File: src/alpha_config_pkg.sv
package alpha_config_pkg;

	// configuration word as the chip expects it, lsb shifted first
	typedef logic [15:0] config_word_t;

	// bit select into the word, wraps so dummy slots repeat bits 0..3
	typedef logic [3:0] bit_index_t;

	// 16 data slots plus 4 dummy slots
	localparam int slot_count = 20;

	typedef logic [4:0] slot_index_t; // counts up to slot_count

endpackage

File: src/alpha_timing_pkg.sv
package alpha_timing_pkg;

	// button synchronizer length, oldest two stages give the edge
	localparam int pickoff_depth = 7;

	// quiet hold between trigger and second token, in steps
	localparam int gap_steps = 1121;

	// cycle counter within one step or the long hold
	typedef logic [31:0] step_count_t;

	// startup sequencer, one line per group of states
	typedef enum logic [3:0] {
		idle, lead, dreset_on, dreset_off, sync_on, sync_off,
		token_on, token_off, trigger_on,
		hold, token2_on, token2_off
	} startup_state_t;

	// shifter states, prefixed so they do not clash with the startup names
	typedef enum logic [2:0] {
		shift_idle,
		shift_lead,
		shift_setup, // sin takes the next bit
		shift_clock_high,
		shift_clock_low // index moves on here
	} shift_state_t;

endpackage

File: src/alpha_control_if.sv
interface alpha_control_if;

	// raw sequencer levels, not yet registered at the pins
	logic dreset; // chip digital reset
	logic sync;
	logic tok_a_f2t; // token toward the top chip
	logic trig_top;
	logic sin; // serial config data
	logic sclk; // serial config clock

	modport startup (
		output dreset,
		output sync,
		output tok_a_f2t,
		output trig_top
	);

	// config shifter side
	modport cfg (
		output sin,
		output sclk
	);

	modport pins (
		input dreset, sync, tok_a_f2t, trig_top,
		input sin, sclk
	);

endinterface

File: src/alpha_controller_top.sv
module alpha_controller_top #(
	parameter int step_cycles = 100 // cycles per sequencer step
) (
	input logic clock,
	input logic reset,
	input logic startup_button,
	input logic config_button,
	input alpha_config_pkg::config_word_t config_word, // latched at the config press
	output logic dreset,
	output logic sync,
	output logic tok_a_f2t,
	output logic trig_top,
	output logic sin,
	output logic sclk,
	output logic pclk_t,
	output logic pclk_m,
	output logic pclk_b
);

	logic startup_start; // strobes from the button path
	logic config_start;

	alpha_control_if ctl_if (); // raw levels, sequencers to pins

	button_edge_detector button_edge_detector_inst (
		.clock(clock),
		.reset(reset),
		.startup_button(startup_button),
		.config_button(config_button),
		.startup_start(startup_start),
		.config_start(config_start)
	);

	chip_startup_sequencer #(.step_cycles(step_cycles)) chip_startup_sequencer_inst (
		.clock(clock),
		.reset(reset),
		.startup_start(startup_start),
		.ctl(ctl_if.startup)
	);

	serial_config_shifter #(.step_cycles(step_cycles)) serial_config_shifter_inst (
		.clock(clock),
		.reset(reset),
		.config_start(config_start),
		.config_word(config_word),
		.ctl(ctl_if.cfg)
	);

	alpha_pin_driver alpha_pin_driver_inst (
		.clock(clock),
		.reset(reset),
		.ctl(ctl_if.pins),
		.dreset(dreset),
		.sync(sync),
		.tok_a_f2t(tok_a_f2t),
		.trig_top(trig_top),
		.sin(sin),
		.sclk(sclk),
		.pclk_t(pclk_t),
		.pclk_m(pclk_m),
		.pclk_b(pclk_b)
	);

endmodule

File: src/alpha_pin_driver.sv
module alpha_pin_driver (
	input logic clock,
	input logic reset,
	alpha_control_if.pins ctl,
	output logic dreset,
	output logic sync,
	output logic tok_a_f2t,
	output logic trig_top,
	output logic sin,
	output logic sclk,
	output logic pclk_t, // top chip
	output logic pclk_m, // middle chip
	output logic pclk_b // bottom chip
);

	// one register stage on every pin
	always_ff @(posedge clock) begin
		if (reset) begin
			dreset <= 1'b0;
			sync <= 1'b0;
			tok_a_f2t <= 1'b0;
			trig_top <= 1'b0;
			sin <= 1'b0;
			sclk <= 1'b0;
			pclk_t <= 1'b0;
			pclk_m <= 1'b0;
			pclk_b <= 1'b0;
		end else begin
			dreset <= ctl.dreset;
			sync <= ctl.sync;
			tok_a_f2t <= ctl.tok_a_f2t;
			trig_top <= ctl.trig_top;
			sin <= ctl.sin;
			sclk <= ctl.sclk | ctl.dreset; // chip wants its clocks high during reset
			// pclk only ever rises with dreset
			pclk_t <= ctl.dreset;
			pclk_m <= ctl.dreset;
			pclk_b <= ctl.dreset;
		end
	end

endmodule

File: src/button_edge_detector.sv
module button_edge_detector (
	input logic clock,
	input logic reset,
	input logic startup_button, // async, from the board
	input logic config_button,
	output logic startup_start, // one cycle per rise
	output logic config_start
);
	import alpha_timing_pkg::*;

	logic [1:0][pickoff_depth-1:0] pipe; // index 0 startup, 1 config
	logic [1:0] rise;

	// oldest stage low, next one high
	always_comb begin
		for (int i = 0; i < 2; i++) begin
			rise[i] = (pipe[i][pickoff_depth-1:pickoff_depth-2] == 2'b01);
		end
	end

	always_ff @(posedge clock) begin
		if (reset) begin
			pipe <= '0;
			startup_start <= 1'b0;
			config_start <= 1'b0;
		end else begin
			pipe[0] <= {pipe[0][pickoff_depth-2:0], startup_button}; // newest at bit 0
			pipe[1] <= {pipe[1][pickoff_depth-2:0], config_button};
			startup_start <= rise[0];
			config_start <= rise[1];
		end
	end

endmodule

File: src/chip_startup_sequencer.sv
module chip_startup_sequencer #(
	parameter int step_cycles = 100 // clock cycles per step
) (
	input logic clock,
	input logic reset,
	input logic startup_start, // one-cycle strobe
	alpha_control_if.startup ctl
);
	import alpha_timing_pkg::*;

	startup_state_t state, state_d;
	startup_state_t state_after; // where the current state goes when its time is up
	step_count_t count, count_d;
	step_count_t step_limit; // length of the current state in cycles

	always_comb begin
		if (state == hold) begin
			step_limit = step_count_t'(gap_steps * step_cycles); // long quiet wait
		end else begin
			step_limit = step_count_t'(step_cycles);
		end
		case (state)
			lead: state_after = dreset_on;
			dreset_on: state_after = dreset_off;
			dreset_off: state_after = sync_on;
			sync_on: state_after = sync_off;
			sync_off: state_after = token_on;
			token_on: state_after = token_off;
			token_off: state_after = trigger_on;
			trigger_on: state_after = hold; // no separate trigger-off step
			hold: state_after = token2_on;
			token2_on: state_after = token2_off;
			default: state_after = idle; // token2_off and idle
		endcase
	end

	// trigger rise to second token rise spans (gap_steps + 1) steps
	always_comb begin
		state_d = state;
		count_d = count + 1'b1;
		if (startup_start) begin // restart from anywhere
			state_d = lead;
			count_d = '0;
		end else if (state == idle) begin
			count_d = '0; // parked
		end else if (count == step_limit - 1'b1) begin
			state_d = state_after;
			count_d = '0;
		end
	end

	// lines follow the state being entered, so they line up with it
	always_ff @(posedge clock) begin
		if (reset) begin
			state <= idle;
			count <= '0;
			ctl.dreset <= 1'b0;
			ctl.sync <= 1'b0;
			ctl.tok_a_f2t <= 1'b0;
			ctl.trig_top <= 1'b0;
		end else begin
			state <= state_d;
			count <= count_d;
			ctl.dreset <= (state_d == dreset_on);
			ctl.sync <= (state_d == sync_on);
			ctl.tok_a_f2t <= (state_d == token_on) || (state_d == token2_on); // both tokens
			ctl.trig_top <= (state_d == trigger_on);
		end
	end

endmodule

File: src/serial_config_shifter.sv
module serial_config_shifter #(
	parameter int step_cycles = 100 // clock cycles per step
) (
	input logic clock,
	input logic reset,
	input logic config_start, // one-cycle strobe
	input alpha_config_pkg::config_word_t config_word,
	alpha_control_if.cfg ctl
);
	import alpha_timing_pkg::*;
	import alpha_config_pkg::*;

	shift_state_t state, state_d, state_after;
	step_count_t count, count_d;
	config_word_t word_q; // held for the whole shift
	bit_index_t bit_index; // wraps, dummy slots resend bits 0..3
	slot_index_t slot; // slots already clocked
	logic step_done;

	always_comb begin
		step_done = (count == step_count_t'(step_cycles - 1));
		case (state)
			shift_lead: state_after = shift_setup;
			shift_setup: state_after = shift_clock_high;
			shift_clock_high: state_after = shift_clock_low;
			shift_clock_low: begin
				if (slot == slot_index_t'(slot_count)) begin
					state_after = shift_idle; // all slots sent
				end else begin
					state_after = shift_setup;
				end
			end
			default: state_after = shift_idle;
		endcase
	end

	always_comb begin
		state_d = state;
		count_d = count + 1'b1;
		if (config_start) begin // restart at bit 0
			state_d = shift_lead;
			count_d = '0;
		end else if (state == shift_idle) begin
			count_d = '0;
		end else if (step_done) begin
			state_d = state_after;
			count_d = '0;
		end
	end

	always_ff @(posedge clock) begin
		if (config_start) word_q <= config_word; // re-latched on every press
	end

	always_ff @(posedge clock) begin
		if (reset) begin
			state <= shift_idle;
			count <= '0;
			bit_index <= '0;
			slot <= '0;
			ctl.sin <= 1'b0;
			ctl.sclk <= 1'b0;
		end else begin
			state <= state_d;
			count <= count_d;
			ctl.sclk <= (state_d == shift_clock_high);
			if (config_start) begin
				bit_index <= '0;
				slot <= '0;
				ctl.sin <= 1'b0;
			end else if (state == shift_clock_high && state_d == shift_clock_low) begin
				bit_index <= bit_index + 1'b1; // falling sclk moves on
				slot <= slot + 1'b1;
			end else if (state != shift_setup && state_d == shift_setup) begin
				ctl.sin <= word_q[bit_index]; // stays put through the high phase
			end
		end
	end

endmodule

File: config.mk
export PLATFORM = sky130hd
export DESIGN_NAME = alpha_controller_top
export DESIGN_NICKNAME = d
export VERILOG_FILES = /design/src/alpha_config_pkg.sv /design/src/alpha_timing_pkg.sv /design/src/alpha_control_if.sv /design/src/alpha_controller_top.sv /design/src/alpha_pin_driver.sv /design/src/button_edge_detector.sv /design/src/chip_startup_sequencer.sv /design/src/serial_config_shifter.sv
export SDC_FILE = /design/constraint.sdc
export NUM_CORES = 1
export LEC_CHECK = 0
export ABC_AREA = 0
export BUFFER_PORTS_ARGS = -buffer_cell sky130_fd_sc_hd__buf_2
export CORE_ASPECT_RATIO = 0.6
export CORE_UTILIZATION = 48
export CTS_CLUSTER_DIAMETER = 40
export DETAILED_ROUTE_END_ITERATION = 8
export GPL_TIMING_DRIVEN = 1
export PLACE_DENSITY = 0.65
export SLEW_MARGIN = 20
export SYNTH_ARGS = -nofsm -noshare
export SYNTH_HDL_FRONTEND = slang
export SYNTH_SLANG_ARGS = --single-unit
File: constraint.sdc
create_clock -name clock -period 3.1 [get_ports clock]
set_input_delay 0.31 -clock clock [delete_from_list [all_inputs] [get_ports clock]]
set_output_delay 0.31 -clock clock [all_outputs]
set_load 0.02 [all_outputs]
==> qor.txt <==
Die height = 83.3 microns
PD cells = 610 mW/mm^2
Most frequent cell after synthesis = dfxtp_1
Setup TNS = 0 ps
Slowest cell on crit path = or4_4
Clock skew = 6.06 ps
Synthesized Nets = 566
Die area = 0.0115 sq mm
Total CTS buffers = 17
Port Buffer Count = 28
Layout cells sized above 1 = 13.5%
WL/cell = 14.2 microns
Tot GR Track Use = 19.3%
Status = completed
Sequential cell area fraction in the yosys report = 51.4%
Flops & latches, synth = 128
Startpoint types = register
Library cells used by synthesis = 48
Synth top cells by count = dfxtp_1, nor2_1, xor2_1, nand2_1, nor2b_1
Skew-Pair Late Insertion Delay = 400 ps
P&R area growth vs syn = 17.5%
# rows = 29
Clk root buf = clkbuf_16
Maximum vdd drop = 403 uV
Vias = 3843
Slew margin rel. = 47.9%
Vias/cell = 5.31
Final period util = 94.6%
H-tree levels = 4
Effective utilization at floorplan = 49.8%
Critical path depth = 8
Clk slew on worst S/H paths = 60 ps
Setup Crit Path Kind = reg2reg
Initial antenna violation count = 0
Family with the most delay on the worst path = simple AND/OR/NAND/NOR gates
Worst r2r path cells = 8
Max stage delay on crit path = 540 ps
Sink Count = 128
Max Cap Viol = 0
Final Hold Fails = 0
DP Wirelength = 7030 microns
RSZ-0062 raised after global routing = no
Largest net degree at the start of global routing = 33
Min-Delay Path Depth = 1
EDFF count, synth = 16
Cells along the critical path = or4_1 > or4_4 > a211o_1 > a211oi_4 > nor2_1 > ha_1 > mux2_1 > nor2_1
Final non-filler cell area = 0.00622 sq mm
Req. time, crit path = 3440 ps
CP dominant cell by count = nor2_1
Mapped cell area = 0.00529 sq mm
CP max FO = 6
Cells after DPL = 692
Area leader, netlist = dfxtp_1
Final setup viols = 0
Nets = 600
Final GP Congestion = 0.867
Cells after Synth = 538
Number of hold buffers added after CTS = 0
First-pass GRT wire length = 17200 microns
Cell Count, Final, Fillers Out = 724
Iteration-0 DRC Markers = 221
Leakage = 0.00223 uW
CP arrival = 3280 ps
First drt pass iteration count = 4
Slew Viols, Final = 0
Avg Inst Size Synth = 9.84 sq um
Die Span X = 138 microns
Ant diodes = 0
Least-Margin Pin Slew = 780 ps
Max clock buf depth = 2
Vias in the first global route = 3657
IO Pins = 29
Buffers and inverters on the worst path = 0
CTS tree = built
Crit. End Element = register
Drt total wl = 10300 microns
Synth top area cells = dfxtp_1, edfxtp_1, xor2_1
CORE AREA = 0.0106 sq mm
Remaining DRCs = 0
Post-route ant nets = 0
Synth warnings = 0
Synth top area share = 42.4%
Minimum clock period = 2930 ps
Dpl cell area = 0.00558 sq mm
FFs w/ async S/R, synth = 0%
Top FF cell, synth = dfxtp_1
Max Freq = 0.341 GHz
Min-Delay Path Class = in2reg
Grt ovf = 0
cell families (layout without fill, tap and decap cells):
logic type / count (synthesis) / after routing / synth area share [%]
AND/OR/NAND/NOR: 269 / 269 / 26.0
flip-flops: 128 / 128 / 51.4
XOR/XNOR: 69 / 69 / 11.4
buffers and inverters: 30 / 77 / 2.34
AO/OA/AOI/OAI: 18 / 18 / 2.65
multiplexers: 16 / 16 / 4.23
adder cells (fa/ha/maj): 8 / 8 / 1.89
report_power, final:
group | internal [uW] | switching [uW] | leakage, uW
sequential | 1680 | 3.79 | 0.00105
combinational | 16.9 | 23.0 | 0.000881
clock | 1320 | 746 | 0.000299
flip-flops by register name, summed over array words and instances (netlist names), 3 cells and up:
name                                     flops
chip_startup_sequencer_inst.state            4
serial_config_shifter_inst.slot              5
chip_startup_sequencer_inst.state_after      4
button_edge_detector_inst.pipe              14
serial_config_shifter_inst.bit_index         4
serial_config_shifter_inst.word_q           16
chip_startup_sequencer_inst.count           32
serial_config_shifter_inst.state             3
serial_config_shifter_inst.count            32
cell type report:
type,count,area (sq um)
Fill cell,908,4410
Inverter,9,33.8
Sequential cell,128,2720
Clock inverter,14,179
Multi-Input combinational cell,380,2460
Clock buffer,18,450
Tap cell,139,174
Timing Repair Buffer,36,200
routing by layer:
layer / routed length [microns] / GRT usage [%] / vias up
met5: 0 / 0 / -
met4: 123 / 7.69 / 0
met3: 325 / 4.95 / 13
met2: 4540 / 28.2 / 62
met1: 5320 / 27.0 / 1856
li1: - / - / 1912
layout by cell type, fill, tap and decap left out, types with 10 or more instances in the layout:
cell | synthesis | layout
clkbuf_16 | 0 | 18
nor2b_1 | 24 | 24
nand4_1 | 23 | 23
edfxtp_1 | 16 | 16
nand3_1 | 22 | 22
dfxtp_1 | 112 | 112
mux2i_1 | 10 | 10
xnor2_1 | 19 | 19
buf_2 | 0 | 28
nor2_1 | 96 | 96
nor3_1 | 12 | 12
xor2_1 | 50 | 50
and3_1 | 14 | 14
nand2_1 | 31 | 31
nor4_1 | 12 | 12
timing repair:
| item | 4_1_cts | 5_1_grt |
|---|---|---|
| endpoints found under the hold margin | 0 | 0 |
| endpoints found under the setup margin | 0 | 1 |
| buffers inserted | 0 | 0 |
| gates resized for setup | 0 | 3 |
worst reg2reg max path, stage by stage (launching register included):
cell and delay [ps]:
dfxtp_1 330, or4_1 520, or4_4 540, a211o_1 360, a211oi_4 400, nor2_1 130, ha_1 210, mux2_1 290
nor2_1 80
stage by stage:
stage               setup WS (ps)  power [uW]  hold slack, ps  utilization (%)
floorplan                     368        1740             367                -
global placement              228        1760             374             52.5
detailed placement            133        1760             383             52.5
CTS                           109        3830            64.1             58.4
global route                 37.0        3920            62.7             58.5
finish                        167        3800            78.4             58.5
path summary, 6_finish.rpt:
path	from	to	slack, ps
max	chip_startup_sequencer_inst.count[24]	chip_startup_sequencer_inst.state_after[2]	170
max reg2reg	chip_startup_sequencer_inst.count[24]	chip_startup_sequencer_inst.state_after[2]	170
min	config_word[12]	serial_config_shifter_inst.word_q[12]	80
min reg2reg	button_edge_detector_inst.pipe[6]	button_edge_detector_inst.startup_start	390
(Power assumes the default switching activity.)
